`src/include/rx_config.svh`:
```
/*
 * rx config
 * constants of the 8b/10b receive path: comma patterns in line order,
 * FIFO depth, error counter width and assembled word width
 */
`ifndef RX_CONFIG_SVH
`define RX_CONFIG_SVH

// bit 0 of each pattern is the first bit on the line (a), bit 9 is j
`define RX_COMMA_NEG 10'b0101111100  // abcdei fghj = 001111 1010
`define RX_COMMA_POS 10'b1010000011  // abcdei fghj = 110000 0101

`define RX_FIFO_ALOG2 4  // 16 words deep

`define RX_CNT_W 8  // saturating error counters

`define RX_WORD_W 24  // three data bytes per word

`endif

```
`src/verilog/rx_pkg.sv`:
```
/*
 * rx package
 * enum types of the 8b/10b receive path shared by RTL and testbench
 */
package rx_pkg;

    // symbol aligner lock state
    typedef enum logic {
        ALIGN_HUNT,
        ALIGN_LOCKED
    } align_state_t;

    // four-phase req/ack on the FIFO read side
    typedef enum logic [1:0] {
        HS_IDLE,      // waiting for a word and ack low
        HS_REQ,       // req up, data held
        HS_WAIT_LOW   // popped, waiting for ack to drop
    } hs_state_t;

    // accepted control characters, value is the decoded byte
    typedef enum logic [7:0] {
        K28_0 = 8'h1C,
        K28_1 = 8'h3C,
        K28_5 = 8'hBC,  // comma
        K23_7 = 8'hF7,
        K27_7 = 8'hFB,
        K29_7 = 8'hFD,
        K30_7 = 8'hFE
    } k_code_t;

endpackage

```
`src/verilog/symbol_aligner.sv`:
```
/*
 * symbol aligner
 * shifts the serial line into a 10-bit window, hunts for the K28.5 comma
 * and, once locked, strobes one symbol every ten bits
 * re-phases on any comma seen while locked
 */
`timescale 1ns/1ns
`default_nettype none
`include "rx_config.svh"

module symbol_aligner import rx_pkg::*; (
    input  wire logic       WCLK,
    input  wire logic       RESET_WCLK,
    input  wire logic       rx_data,
    input  wire logic       invert_rx_data,
    output logic [9:0]      sym_data,       // bit 0 is first on the line
    output logic            sym_valid,
    output logic            rec_sync_ready
);

    align_state_t state;
    logic [9:0]   window;       // last ten line bits, oldest in bit 0
    logic [3:0]   phase;        // bits since the last strobe
    logic         line_bit;
    logic         comma_hit;
    logic         take_sym;     // window holds a whole symbol

    assign line_bit = rx_data ^ invert_rx_data;  // optional polarity flip

    // either disparity of K28.5
    assign comma_hit = (window == `RX_COMMA_NEG) || (window == `RX_COMMA_POS);

    assign take_sym = comma_hit || ((state == ALIGN_LOCKED) && (phase == 4'd9));

    // newest bit enters at the top
    always_ff @(posedge WCLK) begin
        window <= {line_bit, window[9:1]};
    end

    always_ff @(posedge WCLK) begin
        if (RESET_WCLK) begin
            state     <= ALIGN_HUNT;
            phase     <= 4'd0;
            sym_valid <= 1'b0;
        end else begin
            sym_valid <= take_sym;
            case (state)
                ALIGN_HUNT: begin
                    phase <= 4'd0;
                    if (comma_hit) begin
                        state <= ALIGN_LOCKED;  // comma itself goes out next cycle
                    end
                end
                ALIGN_LOCKED: begin
                    if (take_sym) begin
                        phase <= 4'd0;          // comma at another phase moves us
                    end else begin
                        phase <= phase + 4'd1;
                    end
                end
                default: state <= ALIGN_HUNT;
            endcase
        end
    end

    // symbol register, loaded with the strobe
    always_ff @(posedge WCLK) begin
        if (take_sym) begin
            sym_data <= window;
        end
    end

    assign rec_sync_ready = (state == ALIGN_LOCKED);

endmodule

`default_nettype wire

```
`src/verilog/decode_8b10b.sv`:
```
/*
 * 8b/10b decoder
 * reverses the line-order symbol into abcdei fghj, decodes both sub-blocks,
 * checks code and running disparity and registers byte, k flag and error
 * running disparity only advances on good symbols
 */
`timescale 1ns/1ns
`default_nettype none

module decode_8b10b import rx_pkg::*; (
    input  wire logic       WCLK,
    input  wire logic       RESET_WCLK,
    input  wire logic       sym_valid,
    input  wire logic [9:0] sym_data,
    output logic [7:0]      dec_byte,
    output logic            dec_k,
    output logic            dec_err,
    output logic            dec_valid
);

    logic [9:0] code;       // a in bit 9, j in bit 0
    logic [5:0] b6;         // abcdei
    logic [3:0] b4;         // fghj
    logic [3:0] b4_dec;
    logic [5:0] d6;         // {valid, EDCBA}
    logic [3:0] d4;         // {valid, HGF}
    logic       rd;         // running disparity, 1 = positive
    logic       rd_mid, rd_out;
    logic       pos6, neg6, pos4, neg4;
    logic       err6, err4;
    logic       is_k28, is_kx7, is_k, k_known;
    logic       code_err, disp_err;
    logic [7:0] byte_dec;

    // 5b/6b, both disparity forms per line
    function automatic logic [5:0] dec_5b6b(input logic [5:0] v);
        case (v)
            6'b100111, 6'b011000: dec_5b6b = {1'b1, 5'd0};
            6'b011101, 6'b100010: dec_5b6b = {1'b1, 5'd1};
            6'b101101, 6'b010010: dec_5b6b = {1'b1, 5'd2};
            6'b110001:            dec_5b6b = {1'b1, 5'd3};
            6'b110101, 6'b001010: dec_5b6b = {1'b1, 5'd4};
            6'b101001:            dec_5b6b = {1'b1, 5'd5};
            6'b011001:            dec_5b6b = {1'b1, 5'd6};
            6'b111000, 6'b000111: dec_5b6b = {1'b1, 5'd7};
            6'b111001, 6'b000110: dec_5b6b = {1'b1, 5'd8};
            6'b100101:            dec_5b6b = {1'b1, 5'd9};
            6'b010101:            dec_5b6b = {1'b1, 5'd10};
            6'b110100:            dec_5b6b = {1'b1, 5'd11};
            6'b001101:            dec_5b6b = {1'b1, 5'd12};
            6'b101100:            dec_5b6b = {1'b1, 5'd13};
            6'b011100:            dec_5b6b = {1'b1, 5'd14};
            6'b010111, 6'b101000: dec_5b6b = {1'b1, 5'd15};
            6'b011011, 6'b100100: dec_5b6b = {1'b1, 5'd16};
            6'b100011:            dec_5b6b = {1'b1, 5'd17};
            6'b010011:            dec_5b6b = {1'b1, 5'd18};
            6'b110010:            dec_5b6b = {1'b1, 5'd19};
            6'b001011:            dec_5b6b = {1'b1, 5'd20};
            6'b101010:            dec_5b6b = {1'b1, 5'd21};
            6'b011010:            dec_5b6b = {1'b1, 5'd22};
            6'b111010, 6'b000101: dec_5b6b = {1'b1, 5'd23};
            6'b110011, 6'b001100: dec_5b6b = {1'b1, 5'd24};
            6'b100110:            dec_5b6b = {1'b1, 5'd25};
            6'b010110:            dec_5b6b = {1'b1, 5'd26};
            6'b110110, 6'b001001: dec_5b6b = {1'b1, 5'd27};
            6'b001110,
            6'b001111, 6'b110000: dec_5b6b = {1'b1, 5'd28};  // D.28 and K.28
            6'b101110, 6'b010001: dec_5b6b = {1'b1, 5'd29};
            6'b011110, 6'b100001: dec_5b6b = {1'b1, 5'd30};
            6'b101011, 6'b010100: dec_5b6b = {1'b1, 5'd31};
            default:              dec_5b6b = 6'd0;           // 000011, 111100 etc
        endcase
    endfunction

    // 3b/4b, primary and alternate 7 both accepted
    function automatic logic [3:0] dec_3b4b(input logic [3:0] v);
        case (v)
            4'b1011, 4'b0100: dec_3b4b = {1'b1, 3'd0};
            4'b1001:          dec_3b4b = {1'b1, 3'd1};
            4'b0101:          dec_3b4b = {1'b1, 3'd2};
            4'b1100, 4'b0011: dec_3b4b = {1'b1, 3'd3};
            4'b1101, 4'b0010: dec_3b4b = {1'b1, 3'd4};
            4'b1010:          dec_3b4b = {1'b1, 3'd5};
            4'b0110:          dec_3b4b = {1'b1, 3'd6};
            4'b1110, 4'b0001,
            4'b0111, 4'b1000: dec_3b4b = {1'b1, 3'd7};
            default:          dec_3b4b = 4'd0;
        endcase
    endfunction

    // line order to decode order
    always_comb begin
        for (int i = 0; i < 10; i++) begin
            code[9-i] = sym_data[i];
        end
    end

    assign b6 = code[9:4];
    assign b4 = code[3:0];

    assign is_k28 = (b6 == 6'b001111) || (b6 == 6'b110000);
    assign b4_dec = (b6 == 6'b110000) ? ~b4 : b4;  // K.28 after 110000 sends fghj inverted
    assign d6     = dec_5b6b(b6);
    assign d4     = dec_3b4b(b4_dec);
    assign byte_dec = {d4[2:0], d6[4:0]};

    // Kx.7 uses the alternate 7 after x = 23, 27, 29, 30
    assign is_kx7 = ((b4 == 4'b1000) || (b4 == 4'b0111)) &&
                    ((d6[4:0] == 5'd23) || (d6[4:0] == 5'd27) ||
                     (d6[4:0] == 5'd29) || (d6[4:0] == 5'd30));
    assign is_k   = is_k28 || is_kx7;

    always_comb begin
        case (k_code_t'(byte_dec))
            K28_0, K28_1, K28_5, K23_7, K27_7, K29_7, K30_7: k_known = 1'b1;
            default: k_known = 1'b0;
        endcase
    end

    // disparity per sub-block
    assign pos6   = ($countones(b6) == 4);
    assign neg6   = ($countones(b6) == 2);
    assign err6   = (pos6 && rd) || (neg6 && !rd) ||
                    ((b6 == 6'b111000) && rd) || ((b6 == 6'b000111) && !rd);
    assign rd_mid = pos6 ? 1'b1 : (neg6 ? 1'b0 : rd);

    assign pos4   = ($countones(b4) == 3);
    assign neg4   = ($countones(b4) == 1);
    assign err4   = (pos4 && rd_mid) || (neg4 && !rd_mid) ||
                    ((b4 == 4'b1100) && rd_mid) || ((b4 == 4'b0011) && !rd_mid);
    assign rd_out = pos4 ? 1'b1 : (neg4 ? 1'b0 : rd_mid);

    assign code_err = !d6[5] || !d4[3] || (is_k && !k_known);
    assign disp_err = err6 || err4;

    always_ff @(posedge WCLK) begin
        if (RESET_WCLK) begin
            rd        <= 1'b0;                  // start negative
            dec_valid <= 1'b0;
        end else begin
            dec_valid <= sym_valid;
            if (sym_valid && !(code_err || disp_err)) begin
                rd <= rd_out;                   // bad symbol keeps old rd
            end
        end
    end

    always_ff @(posedge WCLK) begin
        if (sym_valid) begin
            dec_byte <= byte_dec;
            dec_k    <= is_k;
            dec_err  <= code_err || disp_err;
        end
    end

endmodule

`default_nettype wire

```
`src/verilog/word_assembler.sv`:
```
/*
 * word assembler
 * packs three consecutive good data bytes into one word, first byte on top
 * a control character or a bad symbol drops the partial word
 * counts decode errors with saturation
 */
`timescale 1ns/1ns
`default_nettype none
`include "rx_config.svh"

module word_assembler (
    input  wire logic                WCLK,
    input  wire logic                RESET_WCLK,
    input  wire logic                dec_k,
    input  wire logic                dec_err,
    input  wire logic                dec_valid,
    input  wire logic [7:0]          dec_byte,
    output logic [`RX_WORD_W-1:0]    word_data,
    output logic                     word_valid,
    output logic [`RX_CNT_W-1:0]     decoder_err_cnt
);

    logic [1:0] byte_sel;   // next slot, 0 is msb byte
    logic [7:0] byte_hi;
    logic [7:0] byte_mid;
    logic       good_byte;
    logic       last_byte;

    assign good_byte = dec_valid && !dec_k && !dec_err;
    assign last_byte = good_byte && (byte_sel == 2'd2);

    always_ff @(posedge WCLK) begin
        if (RESET_WCLK) begin
            byte_sel   <= 2'd0;
            word_valid <= 1'b0;
        end else begin
            word_valid <= last_byte;
            if (dec_valid) begin
                if (!good_byte || last_byte) begin
                    byte_sel <= 2'd0;  // resync or word done
                end else begin
                    byte_sel <= byte_sel + 2'd1;
                end
            end
        end
    end

    // byte slots
    always_ff @(posedge WCLK) begin
        if (good_byte) begin
            case (byte_sel)
                2'd0:    byte_hi  <= dec_byte;
                2'd1:    byte_mid <= dec_byte;
                default: word_data <= {byte_hi, byte_mid, dec_byte};
            endcase
        end
    end

    // errored symbols, stops at all ones
    always_ff @(posedge WCLK) begin
        if (RESET_WCLK) begin
            decoder_err_cnt <= '0;
        end else if (dec_valid && dec_err && (decoder_err_cnt != {`RX_CNT_W{1'b1}})) begin
            decoder_err_cnt <= decoder_err_cnt + 1'b1;
        end
    end

endmodule

`default_nettype wire

```
`src/verilog/word_fifo.sv`:
```
/*
 * word FIFO
 * circular buffer for assembled words with a four-phase req/ack read side
 * words arriving while full are dropped and counted
 */
`timescale 1ns/1ns
`default_nettype none
`include "rx_config.svh"

module word_fifo import rx_pkg::*; (
    input  wire logic                   WCLK,
    input  wire logic                   RESET_WCLK,
    input  wire logic                   word_valid,
    input  wire logic                   out_ack,
    input  wire logic [`RX_WORD_W-1:0]  word_data,
    output logic [`RX_WORD_W-1:0]       out_data,
    output logic                        out_req,
    output logic [`RX_FIFO_ALOG2:0]     fifo_size,
    output logic [`RX_CNT_W-1:0]        lost_err_cnt
);

    localparam int DEPTH = 1 << `RX_FIFO_ALOG2;

    logic [`RX_WORD_W-1:0]     mem [DEPTH];
    logic [`RX_FIFO_ALOG2-1:0] wr_ptr;
    logic [`RX_FIFO_ALOG2-1:0] rd_ptr;
    hs_state_t                 hs_state;
    logic                      full;
    logic                      push;
    logic                      pop;
    logic                      start;

    assign full  = (fifo_size == (`RX_FIFO_ALOG2+1)'(DEPTH));
    assign push  = word_valid && !full;
    assign pop   = (hs_state == HS_REQ) && out_ack;                     // pop on ack
    assign start = (hs_state == HS_IDLE) && (fifo_size != '0) && !out_ack;

    always_ff @(posedge WCLK) begin
        if (push) begin
            mem[wr_ptr] <= word_data;
        end
        if (start) begin
            out_data <= mem[rd_ptr];  // held for the whole req phase
        end
    end

    always_ff @(posedge WCLK) begin
        if (RESET_WCLK) begin
            wr_ptr    <= '0;
            rd_ptr    <= '0;
            fifo_size <= '0;
        end else begin
            if (push) wr_ptr <= wr_ptr + 1'b1;
            if (pop)  rd_ptr <= rd_ptr + 1'b1;
            fifo_size <= fifo_size + (`RX_FIFO_ALOG2+1)'(push) - (`RX_FIFO_ALOG2+1)'(pop);
        end
    end

    // req/ack sequence
    always_ff @(posedge WCLK) begin
        if (RESET_WCLK) begin
            hs_state <= HS_IDLE;
        end else begin
            case (hs_state)
                HS_IDLE:     if (start)    hs_state <= HS_REQ;
                HS_REQ:      if (out_ack)  hs_state <= HS_WAIT_LOW;
                HS_WAIT_LOW: if (!out_ack) hs_state <= HS_IDLE;      // ack released
                default:     hs_state <= HS_IDLE;
            endcase
        end
    end

    assign out_req = (hs_state == HS_REQ);

    // words lost to overflow
    always_ff @(posedge WCLK) begin
        if (RESET_WCLK) begin
            lost_err_cnt <= '0;
        end else if (word_valid && full && (lost_err_cnt != {`RX_CNT_W{1'b1}})) begin
            lost_err_cnt <= lost_err_cnt + 1'b1;
        end
    end

endmodule

`default_nettype wire

```
`src/verilog/receiver_logic.sv`:
```
/*
 * receiver logic
 * serial 8b/10b receive path on WCLK
 * align, decode, assemble 24-bit words, buffer with req/ack out
 */
`timescale 1ns/1ns
`default_nettype none
`include "rx_config.svh"

module receiver_logic (
    input  wire logic                WCLK,
    input  wire logic                RESET_WCLK,
    input  wire logic                rx_data,
    input  wire logic                invert_rx_data,
    input  wire logic                out_ack,
    output logic [`RX_WORD_W-1:0]    out_data,
    output logic                     out_req,
    output logic                     rec_sync_ready,
    output logic [`RX_CNT_W-1:0]     decoder_err_cnt,
    output logic [`RX_CNT_W-1:0]     lost_err_cnt,
    output logic [`RX_FIFO_ALOG2:0]  fifo_size
);

    logic [9:0]            sym_data;    // aligner to decoder
    logic                  sym_valid;
    logic [7:0]            dec_byte;    // decoder to assembler
    logic                  dec_k;
    logic                  dec_err;
    logic                  dec_valid;
    logic [`RX_WORD_W-1:0] word_data;   // assembler to FIFO
    logic                  word_valid;

    symbol_aligner u_aligner (
        .WCLK           (WCLK),
        .RESET_WCLK     (RESET_WCLK),
        .rx_data        (rx_data),
        .invert_rx_data (invert_rx_data),
        .sym_data       (sym_data),
        .sym_valid      (sym_valid),
        .rec_sync_ready (rec_sync_ready)
    );

    decode_8b10b u_decoder (
        .WCLK       (WCLK),
        .RESET_WCLK (RESET_WCLK),
        .sym_valid  (sym_valid),
        .sym_data   (sym_data),
        .dec_byte   (dec_byte),
        .dec_k      (dec_k),
        .dec_err    (dec_err),
        .dec_valid  (dec_valid)
    );

    word_assembler u_assembler (
        .WCLK            (WCLK),
        .RESET_WCLK      (RESET_WCLK),
        .dec_k           (dec_k),
        .dec_err         (dec_err),
        .dec_valid       (dec_valid),
        .dec_byte        (dec_byte),
        .word_data       (word_data),
        .word_valid      (word_valid),
        .decoder_err_cnt (decoder_err_cnt)
    );

    word_fifo u_fifo (
        .WCLK         (WCLK),
        .RESET_WCLK   (RESET_WCLK),
        .word_valid   (word_valid),
        .out_ack      (out_ack),
        .word_data    (word_data),
        .out_data     (out_data),
        .out_req      (out_req),
        .fifo_size    (fifo_size),
        .lost_err_cnt (lost_err_cnt)
    );

endmodule

`default_nettype wire

```
`config.mk`:
```
export PLATFORM = sky130hd
export DESIGN_NAME = receiver_logic
export DESIGN_NICKNAME = d
export VERILOG_FILES = /design/src/verilog/rx_pkg.sv /design/src/verilog/symbol_aligner.sv /design/src/verilog/decode_8b10b.sv /design/src/verilog/word_assembler.sv /design/src/verilog/word_fifo.sv /design/src/verilog/receiver_logic.sv
export VERILOG_INCLUDE_DIRS = /design/src /design/src/include
export SDC_FILE = /design/constraint.sdc
export NUM_CORES = 1
export LEC_CHECK = 0
export BUFFER_PORTS_ARGS = -buffer_cell sky130_fd_sc_hd__buf_2
export CORE_MARGIN = 5
export CORE_UTILIZATION = 45
export DETAILED_ROUTE_END_ITERATION = 8
export GPL_ROUTABILITY_DRIVEN = 0
export PLACE_DENSITY = 0.6
export SETUP_SLACK_MARGIN = 0.3
export SYNTH_ARGS = -nofsm -noshare
export SYNTH_HDL_FRONTEND = slang
export SYNTH_SLANG_ARGS = --single-unit
```
`constraint.sdc`:
```
create_clock -name WCLK -period 10.3 [get_ports WCLK]
set_input_delay 1.03 -clock WCLK [delete_from_list [all_inputs] [get_ports WCLK]]
set_output_delay 1.03 -clock WCLK [all_outputs]
set_load 0.03 [all_outputs]
```
==> out/metrics.csv, run 1 <==
metric,value,unit
status,"finished, final reports clean",
Final TNS setup,0,ns
height of the die,226,microns
Synth Register Bits,526,
Total GRT Usage,0.175,
Die W,226,microns
H-Tree Depth,2,
leading area contributor after synthesis,edfxtp_1,
drc violations,0,
worst slew pin tran,1.21,ns
Ys Warns,0,
hold-fix buffers at CTS,0,
Worst setup EP type,flop,
Layout area overhead,13.5,%
Max-Slew Margin vs Limit,0.190,
DP Area,22000,sq um
Pre-Repair DR Iteration Count,5,
cell at the slowest stage of the critical path,buf_4,
Finished Core Util,0.513,
dpl hpwl,23.8,mm
Setup WS pre-CTS,6.69,ns
arrival time at the worst endpoint,3.79,ns
clk buf depth,3,
syn_nets,1142,
"CTS clk-pin slew, worst paths",0.06,ns
ys flop type,edfxtp_1,
initial antenna violation count,0,
"Seq/Total Area, Yosys",0.728,
final-report setup violation count,0,
top fanout value on the critical path,44,
Core ar.,46300,sq um
Synth top area share,0.672,
"crit path setup slack, layout",6.85,ns
cell count after synthesis,1092,
reg2reg start,u_fifo.rd_ptr[0],
Buf/Inv on CP,2,
WHS Endpoint,u_aligner.window[5],
Initial DRC Count,814,
Die Footprint,50900,sq um
Crit path max-delay family,buffers and inverters,
setup repair bufs after CTS,0,
antenna-violating nets left,0,
Worst setup SP type,flop,
Ant. Diodes,0,
post-route minimum period,3.45,ns
r2r endpoint,u_fifo.out_data[1],
Netlist cell types,71,
skew final,0.0209,ns
first-pass GRT wire length,66.3,mm
power per cell area,190,nW/um^2
vias post-DR,10300,
synth top area cells,"edfxtp_1 67%, mux4_2 13%, dfxtp_1 5.6%, ha_1 2.5%, nor2_1 1.1%",
clk sink count,526,
Site Rows,79,
RSZ-0062 raised after global routing,no,
WS Path Type,reg2reg,
clk_lat worst skew,0.60,ns
crit path cell chain,buf_4 -> buf_4 -> mux4_2 -> mux4_2,
Fin. Hold Viols,0,
initial core utilization,0.452,
average size of a mapped cell,19.1,sq um
layout cells sized above 1,0.256,
Hold Path Class,reg2reg,
Avg Vias per Cell,5.64,
IO Pins,52,
Hold Path Origin,u_aligner.window[6],
Slew Limit Fails,0,
max-cap violations,0,
Fmax,290,MHz
CTS Buf Count,53,
largest net degree at the start of global routing,51,
Register-to-Register Setup Slack,6.85,ns
drt wl/cell,24.0,microns
Async SR Flop Fraction,0,
Leak,7.68,nW
port bufs,51,
Post-CTS Resized,0,
Max stage delay on crit path,0.82,ns
Hold Path Stages,0,
Tcrit/Tclk final,0.335,
grt ovf,0,
cell area after synthesis,20900,sq um
total routed wirelength,43.8,mm
vias in the first global route,10600,
"EDFF count, synth",468,
cell area after layout,23700,sq um
worst path required time,10.64,ns
CTS tree,yes,
Reg2Reg Depth,4,
Max IR drop VDD,0.159,mV
Final Net Count,1226,
CTS Root Cell,clkbuf_16,
==> cells by family after synthesis <==
group	after synthesis	share of synthesized area
DFF	526	0.728
adders and majority gates	45	0.0284
buffers and inverters	84	0.0164
muxes	136	0.138
and+or+nand+nor	174	0.0429
xor gates and xnor gates	26	0.0109
AOI/OAI and AO/OA	101	0.0359
==> area by class of cell <==
cell class	instances	area, sq um
Clock buffer	68	1420
Clock inverter	30	273
Fill cell	3757	22500
Inverter	40	150
Multi-Input combinational cell	482	5470
Sequential cell	526	15200
Tap cell	607	759
Timing Repair Buffer	73	420
==> routing by layer <==
layer / wire, microns / up-vias / part of all wire / track usage
li1: - / 4590 / - / -
met1: 18800 / 5376 / 0.43 / 0.246
met2: 21800 / 262 / 0.50 / 0.287
met3: 2220 / 67 / 0.051 / 0.0270
met4: 986 / 0 / 0.023 / 0.0513
met5: 0 / - / 0 / 0
==> registers in the layout, summed over array words and instances, names as in the netlist, 2 cells and up <==
| name | cells |
|---|---|
| u_fifo.lost_err_cnt | 8 |
| u_aligner.phase | 4 |
| u_fifo.rd_ptr | 4 |
| u_assembler.byte_hi | 8 |
| u_fifo.hs_state | 2 |
| u_decoder.dec_byte | 8 |
| u_fifo.out_data | 24 |
| u_aligner.window | 10 |
| u_fifo.fifo_size | 5 |
| u_fifo.mem | 384 |
| u_assembler.decoder_err_cnt | 8 |
| u_decoder.d6 | 6 |
| u_assembler.byte_sel | 2 |
| u_assembler.word_data | 24 |
| u_assembler.byte_mid | 8 |
| u_aligner.sym_data | 10 |
| u_fifo.wr_ptr | 4 |
==> how the worst max path moves through the flow <==
stage	from	end	slack [ns]	cells after the start
final	u_fifo.rd_ptr[0]	u_fifo.out_data[1]	6.85	4
after global routing	u_fifo.rd_ptr[0]	u_fifo.out_data[1]	6.45	4
after CTS	u_fifo.rd_ptr[0]	u_fifo.out_data[1]	6.69	4
after floorplan	out_ack	u_fifo.out_data[0]	6.43	1
after detailed placement	u_fifo.rd_ptr[0]	u_fifo.out_data[18]	6.69	4
after global placement	u_fifo.rd_ptr[0]	u_fifo.out_data[11]	6.72	4
==> cells in the mapped netlist (all sizes together), types with 3 or more instances <==
cell and instances:
xor2 16, and4bb 4, a21oi 18, mux2 4
clkbuf 24, nand4 9, a211oi 8, nor3b 4
buf 20, inv 40, a31oi 12, edfxtp 468
nand3 15, xnor2 10, a311oi 3, a21o 4
fa 4, nor2 61, o21ai 20, o211a 4
ha 41, nor2b 8, nor3 11, nand2b 5
dfxtp 58, and4b 3, a41oi 3, o211ai 7
nand2 30, and3 8, mux2i 12, mux4 120
or3 7
==> power by group <==
part | total [mW] | switching (mW) | internal (mW)
logic | 0.280 | 0.165 | 0.115
registers | 2.36 | 0.0288 | 2.33
clock network | 1.87 | 0.793 | 1.08
==> cell usage in the layout, fill, tap and decap left out, types with 8 or more instances in the layout <==
| cell type | Yosys | final |
|---|---|---|
| a21oi_1 | 18 | 18 |
| a31oi_1 | 10 | 10 |
| and3_1 | 8 | 8 |
| buf_2 | 10 | 51 |
| buf_4 | 2 | 22 |
| clkbuf_1 | 24 | 12 |
| clkbuf_16 | 0 | 54 |
| clkinv_1 | 0 | 11 |
| clkinv_2 | 0 | 11 |
| dfxtp_1 | 58 | 54 |
| edfxtp_1 | 468 | 468 |
| ha_1 | 41 | 41 |
| inv_1 | 40 | 40 |
| mux2i_1 | 10 | 10 |
| mux4_2 | 120 | 120 |
| nand2_1 | 30 | 30 |
| nand3_1 | 15 | 15 |
| nand4_1 | 9 | 9 |
| nor2_1 | 59 | 47 |
| nor2_4 | 0 | 12 |
| nor2b_1 | 8 | 8 |
| o21ai_0 | 14 | 14 |
| xnor2_1 | 10 | 10 |
| xor2_1 | 16 | 16 |
==> stage by stage <==
step | power, mW | hold WS [ns] | std cells
2_1_floorplan | 2.61 | 0.352 | 1092
3_3_place_gp | 2.69 | 0.371 | 1728
3_5_place_dp | 2.70 | 0.371 | 1728
4_1_cts | 4.57 | 0.381 | 1826
5_1_grt | 4.69 | 0.391 | 1826
6_report | 4.52 | 0.379 | 1826
No activity file was read; power rests on OpenSTA's default activity.
==> inputs of run 2 (changes only) <==
==> constraint.sdc (replaced) <==
create_clock -name WCLK -period 3.2 [get_ports WCLK]
set_input_delay 0.32 -clock WCLK [delete_from_list [all_inputs] [get_ports WCLK]]
set_output_delay 0.32 -clock WCLK [all_outputs]
set_load 0.03 [all_outputs]
==> run 2 against run 1 <==
- critical path depth grew 10
- routed wire length decreased by 1.7%
- fmax rose by 21%
- register-to-register slack worse by 6.5 ns
- largest power group unchanged
- highest routed layer unchanged
==> out/metrics.csv, run 2 (synthesis results as in run 1) <==
metric,value,unit,change
first-pass GRT wire length,66.5,mm,+0.27%
final-report setup violation count,0,,unchanged
share of power burned in registers,0.530,,+0.007
Register-to-Register Setup Slack,0.35,ns,-6.51 ns
Layout area overhead,15.7,%,
cell area after layout,24200,sq um,+1.9%
port bufs,51,,unchanged
largest net degree at the start of global routing,48,,-5.9%
Hold Path Origin,RESET_WCLK,,
Final TNS setup,0,ns,unchanged
dpl hpwl,25.1,mm,+5.2%
clk_lat worst skew,0.59,ns,about the same
status,"finished, final reports clean",,
CTS tree,yes,,
post-route minimum period,2.85,ns,-0.592 ns
Final Net Count,1254,,+2.3%
worst slew pin tran,1.03,ns,-0.187 ns
CTS Buf Count,54,,+1.9%
Reg2Reg Depth,14,,+10
Fmax,350,MHz,+21%
Hold Path Stages,2,,+2
Die Footprint,50900,sq um,unchanged
vias post-DR,10300,,+0.17%
grt ovf,0,,unchanged
Initial DRC Count,934,,+15%
drc violations,0,,unchanged
power per cell area,592,nW/um^2,+210%
initial core utilization,0.452,,unchanged
"most common cell after layout, fill and taps aside",edfxtp_1,,
total routed wirelength,43.0,mm,-1.7%
arrival time at the worst endpoint,3.19,ns,-0.60 ns
r2r endpoint,u_decoder.dec_err,,
CTS Root Cell,clkbuf_16,,
H-Tree Depth,2,,unchanged
Die W,226,microns,unchanged
Avg Vias per Cell,5.57,,-1.1%
WHS Endpoint,u_fifo.wr_ptr[3],,
fillers,3720,,-0.98%
Worst setup EP type,flop,,
Site Rows,79,,unchanged
Finished Core Util,0.523,,+0.00990
initial antenna violation count,0,,unchanged
placed instance count,1743,,+0.87%
DP Area,22400,sq um,+1.7%
"crit path setup slack, layout",0.346,ns,-6.51 ns
Internal,11.2,mW,+220%
"CTS clk-pin slew, worst paths",0.06,ns,about the same
max-cap violations,0,,unchanged
Crit path max-delay family,adder cells,,
Core ar.,46300,sq um,unchanged
IO Pins,52,,unchanged
Sw Share,0.219,,about the same
antenna-violating nets left,0,,unchanged
worst path required time,3.54,ns,-7.10 ns
Leak,7.79,nW,+1.4%
height of the die,226,microns,unchanged
RSZ-0062 raised after global routing,yes,,
skew final,0.0137,ns,-0.00717 ns
most frequent cells in the layout,"468 x edfxtp_1, 120 x mux4_2, 55 x clkbuf_16, 54 x dfxtp_1, 51 x buf_2",,
Max stage delay on crit path,0.41,ns,-0.41 ns
Pre-Repair DR Iteration Count,5,,unchanged
reg2reg start,u_aligner.sym_data[4],,
top fanout value on the critical path,4,,-91%
drt wl/cell,23.3,microns,-3.0%
clk sink count,526,,unchanged
Storage cell area,15200,sq um,unchanged
Total GRT Usage,0.173,,-0.00164
Ant. Diodes,0,,unchanged
Tcrit/Tclk final,0.892,,+0.557
cell at the slowest stage of the critical path,edfxtp_1,,
Largest register FFs,384,,unchanged
Hold Path Class,in2reg,,
Largest regs,"u_fifo.mem x384, u_assembler.word_data x24, u_fifo.out_data x24",,
Clock power frac,0.405,,-0.010
area of the multi-input gates,5610,sq um,+2.5%
Buf/Inv on CP,4,,+2
Setup WS pre-CTS,0.0715,ns,-6.61 ns
clk buf depth,3,,unchanged
Max IR drop VDD,0.416,mV,+160%
Max-Slew Margin vs Limit,0.317,,+0.127
vias in the first global route,10700,,+0.98%
combinational share of power,0.065,,+0.003
layout cells sized above 1,0.284,,+0.0280
crit path cell chain,inv_1 -> ha_1 -> inv_1 -> fa_2 -> inv_2 -> ha_2 -> inv_2 -> ha_4 -> a21oi_4 -> o2bb2ai_4 -> mux2i_1 -> a311o_1 -> a31oi_4 -> o21ai_1,,
Switching Power,3.13,mW,+220%
Worst setup SP type,flop,,
most flop-heavy register,u_fifo.mem,,
Fin. Hold Viols,0,,unchanged
Non-Filler Instances,1850,,+1.3%
Slew Limit Fails,0,,unchanged
WS Path Type,reg2reg,,
==> run 2: changes by cell type in the layout (fill, tap and decap cells not counted), sizes merged <==
cell / change
bufinv: -3
dlygate4sd3: +3
clkinvlp: +4
clkinv: -2
clkbuf: -2
buf: +24
==> run 2: layout make-up <==
type                    instances  area share
well taps                     607      0.0314
inverters                      40     0.00621
repair buffers                100      0.0333
clock inverters                29     0.00755
multi-input cells             482       0.232
flip-flops and latches        526       0.630
clock buffers                  66      0.0599
==> run 2: stage by stage <==
stage                     power, mW  hold slack [ns]
after floorplan                8.42            0.352
after global placement         8.68            0.372
after detailed placement       8.68            0.370
after CTS                      14.5            0.292
after global routing           14.9            0.345
final                          14.3            0.302
==> run 2: how the worst max path moves through the flow <==
| stage | startpoint | end | slack, ns | depth (start not counted) |
|---|---|---|---|---|
| floorplan | u_fifo.fifo_size[2] | u_fifo.mem[15][0] | 0.16 | 7 |
| global placement | u_aligner.sym_data[0] | u_decoder.dec_err | 0.21 | 13 |
| detailed placement | u_aligner.sym_data[0] | u_decoder.dec_err | 0.07 | 13 |
| CTS | u_aligner.sym_data[4] | u_decoder.dec_err | 0.33 | 13 |
| global route | u_aligner.sym_data[0] | u_decoder.rd | 0.22 | 14 |
| finish | u_aligner.sym_data[4] | u_decoder.dec_err | 0.35 | 14 |
==> run 2: what timing repair did <==
item / in CTS / in global routing
cloned: 0 / 0
gates resized for setup: 5 / 9
endpoints found under the hold margin: 2 / 0
buffers inserted: 6 / 3
pin swaps: 5 / 2
setup endpoints to repair: 3 / 5
hold buffers: 3 / 0
==> run 2: power by group through the flow <==
stage	clock [mW]	combinational, mW	sequential [mW]
floorplan	0	0.527	7.89
global placement	0	0.948	7.73
detailed placement	0	0.949	7.73
CTS	5.93	0.957	7.59
global route	6.24	1.02	7.60
finish	5.79	0.930	7.59
==> run 2: routing by layer <==
metal / track usage / up-vias / share of wire / routed length, microns
met1: 0.241 / 5410 / 0.43 / 18600
met2: 0.290 / 217 / 0.50 / 21700
li1: - / 4621 / - / -
met4: 0.0455 / 0 / 0.020 / 879
met3: 0.0263 / 64 / 0.042 / 1800
met5: 0 / - / 0 / 0
==> inputs of run 3 (changes only) <==
--- a/config.mk
+++ b/config.mk
@@ -11,7 +11,7 @@
 export CORE_UTILIZATION = 45
 export DETAILED_ROUTE_END_ITERATION = 8
 export GPL_ROUTABILITY_DRIVEN = 0
-export PLACE_DENSITY = 0.6
+export PLACE_DENSITY = 0.62
 export SETUP_SLACK_MARGIN = 0.3
 export SYNTH_ARGS = -nofsm -noshare
 export SYNTH_HDL_FRONTEND = slang
==> constraint.sdc (replaced) <==
create_clock -name WCLK -period 2.62 [get_ports WCLK]
set_input_delay 0.262 -clock WCLK [delete_from_list [all_inputs] [get_ports WCLK]]
set_output_delay 0.262 -clock WCLK [all_outputs]
set_load 0.03 [all_outputs]
==> run 3 against run 2 <==
- the run now ends with setup timing left
- die area did not move
- via count rose by 2.8%
- cell area is 3.7% higher
- hold slack worse by 0.15 ns
- flip-flop and latch count did not move
==> out/metrics.csv, run 3 (synthesis results as in run 1) <==
metric,value,unit,change
clk_lat worst skew,0.59,ns,about the same
layout cells sized above 1,0.348,,+0.0638
Total GRT Usage,0.176,,+0.00231
max-cap violations,0,,unchanged
Pre-Repair DR Iteration Count,5,,unchanged
most flop-heavy register,u_fifo.mem,,
Slew Limit Fails,0,,unchanged
cell at the slowest stage of the critical path,fa_1,,
Hold Path Origin,RESET_WCLK,,
WS Path Type,reg2reg,,
largest net degree at the start of global routing,49,,+2.1%
DP Area,22800,sq um,+1.9%
"crit path setup slack, layout",-0.189,ns,-0.535 ns
Fmax,356,MHz,+1.6%
Initial DRC Count,774,,-17%
reg2reg start,u_aligner.sym_data[0],,
Register-to-Register Setup Slack,-0.19,ns,-0.54 ns
Die Footprint,50900,sq um,unchanged
Final Net Count,1303,,+3.9%
drt wl/cell,23.2,microns,-0.46%
post-route minimum period,2.81,ns,-0.0449 ns
Largest regs,"u_fifo.mem x384, u_assembler.word_data x24, u_fifo.out_data x24",,
Max stage delay on crit path,0.54,ns,+0.13 ns
Non-Filler Instances,1901,,+2.8%
worst path required time,3.09,ns,-0.45 ns
Leak,8.15,nW,+4.6%
most frequent CP cell,inv_2,,
first-pass GRT wire length,67.2,mm,+1.1%
Core ar.,46300,sq um,unchanged
Max-Slew Margin vs Limit,0.616,,+0.300
power per cell area,713,nW/um^2,+20%
CTS Root Cell,clkbuf_16,,
violated checks,setup timing,,
placed instance count,1772,,+1.7%
height of the die,226,microns,unchanged
dpl hpwl,23.7,mm,-5.6%
Setup WS pre-CTS,-0.263,ns,-0.334 ns
"most common cell after layout, fill and taps aside",edfxtp_1,,
CTS tree,yes,,
antenna-violating nets left,0,,unchanged
H-Tree Depth,2,,unchanged
vias post-DR,10600,,+2.8%
CTS Buf Count,52,,-3.7%
Largest register FFs,384,,unchanged
Die W,226,microns,unchanged
vias in the first global route,10900,,+1.6%
Avg Vias per Cell,5.58,,about the same
Fin. Hold Viols,0,,unchanged
fillers,3600,,-3.2%
r2r endpoint,u_decoder.rd,,
Critical Path End,u_decoder.rd,,
CP Launch Point,u_aligner.sym_data[0],,
cell area after layout,25100,sq um,+3.7%
Reg2Reg Depth,14,,unchanged
initial core utilization,0.452,,unchanged
status,"finished, violations left",,
Max IR drop VDD,0.414,mV,-0.52%
initial antenna violation count,0,,unchanged
most frequent cells in the layout,"468 x edfxtp_1, 120 x mux4_2, 59 x buf_4, 52 x clkbuf_16, 51 x buf_2",,
crit path cell chain,ha_2 -> inv_2 -> fa_1 -> inv_2 -> ha_4 -> inv_2 -> ha_4 -> a21oi_4 -> o2bb2ai_4 -> mux2i_1 -> a311o_1 -> a31oi_2 -> o211a_1 -> o2bb2ai_2,,
Tcrit/Tclk final,1.07,,+0.180
grt ovf,0,,unchanged
RSZ-0062 raised after global routing,yes,,
Site Rows,79,,unchanged
top fanout value on the critical path,3,,-1
Worst setup SP type,flop,,
"CTS clk-pin slew, worst paths",0.06,ns,about the same
clk buf depth,3,,unchanged
Layout area overhead,19.9,%,
IO Pins,52,,unchanged
port bufs,51,,unchanged
clk sink count,526,,unchanged
worst slew pin tran,0.576,ns,-0.449 ns
Ant. Diodes,0,,unchanged
Total Power,17.9,mW,+25%
final-report setup violation count,2,,+2
skew final,0.0213,ns,+0.00759 ns
arrival time at the worst endpoint,3.28,ns,+0.09 ns
Worst setup EP type,flop,,
Hold Path Class,in2reg,,
drc violations,0,,unchanged
total routed wirelength,44.0,mm,+2.3%
run 3: cell types whose count changed in the layout (fill, tap and decap cells not counted), sizes merged:
cell,delta
buf,+50
clkbuf,-4
clkinv,+4
a31oi,+1
bufinv,+6
inv,-2
clkinvlp,-4
run 3: worst max-delay path, delay by kind of cell, from the launching register on:
kind,cells,cell delay (ns)
fa+ha+maj,4,1.09
buf+inv,3,0.14
compound gates,6,0.96
flops,1,0.40
mux,1,0.11
run 3: timing repair:
item                                    CTS  global route
hold endpoints to repair                  3             0
pin swaps                                20            17
buffers inserted                         18            12
gates cloned                              1             0
hold buffers                              3             0
resized for setup                        39            28
endpoints found under the setup margin   21            86
run 3: layer usage:
metal	vias to the layer above	GRT usage	wire [microns]
met5	-	0	0
met4	0	0.0404	765
met3	61	0.0305	2280
met2	310	0.298	22600
met1	5484	0.241	18400
li1	4745	-	-
run 3: power breakdown:
group | internal (mW) | switching [mW] | leakage, nW
clock network | 4.36 | 3.07 | 0.829
registers | 9.18 | 0.0746 | 4.69
logic | 0.506 | 0.689 | 2.62
total | 14.0 | 3.83 | 8.15
run 3: worst min path at each step:
| stage | end | cells past startpoint |
|---|---|---|
| final | u_assembler.byte_sel[0] | 2 |
| after global routing | u_assembler.decoder_err_cnt[1] | 2 |
| after CTS | u_assembler.decoder_err_cnt[1] | 2 |
| after detailed placement | u_aligner.window[5] | 0 |
| after global placement | u_aligner.window[8] | 0 |
| after floorplan | u_fifo.hs_state[0] | 1 |
run 3: layout make-up:
cell class	instances	area, sq um	share of cell area
clock inverters	33	349	0.0139
repair buffers	150	1360	0.0544
clock buffers	62	1350	0.0538
well taps	607	759	0.0303
multi-input cells	483	5850	0.233
inverters	40	150	0.00599
flip-flops and latches	526	15200	0.608
run 3: metrics by stage:
stage	utilization	TNS, ns	hold WS, ns
floorplan	-	-0.376	0.341
global placement	0.493	-0.364	0.365
detailed placement	0.493	-0.517	0.370
CTS	0.538	-0.376	0.132
global route	0.542	-0.680	0.156
finish	0.542	-0.370	0.151
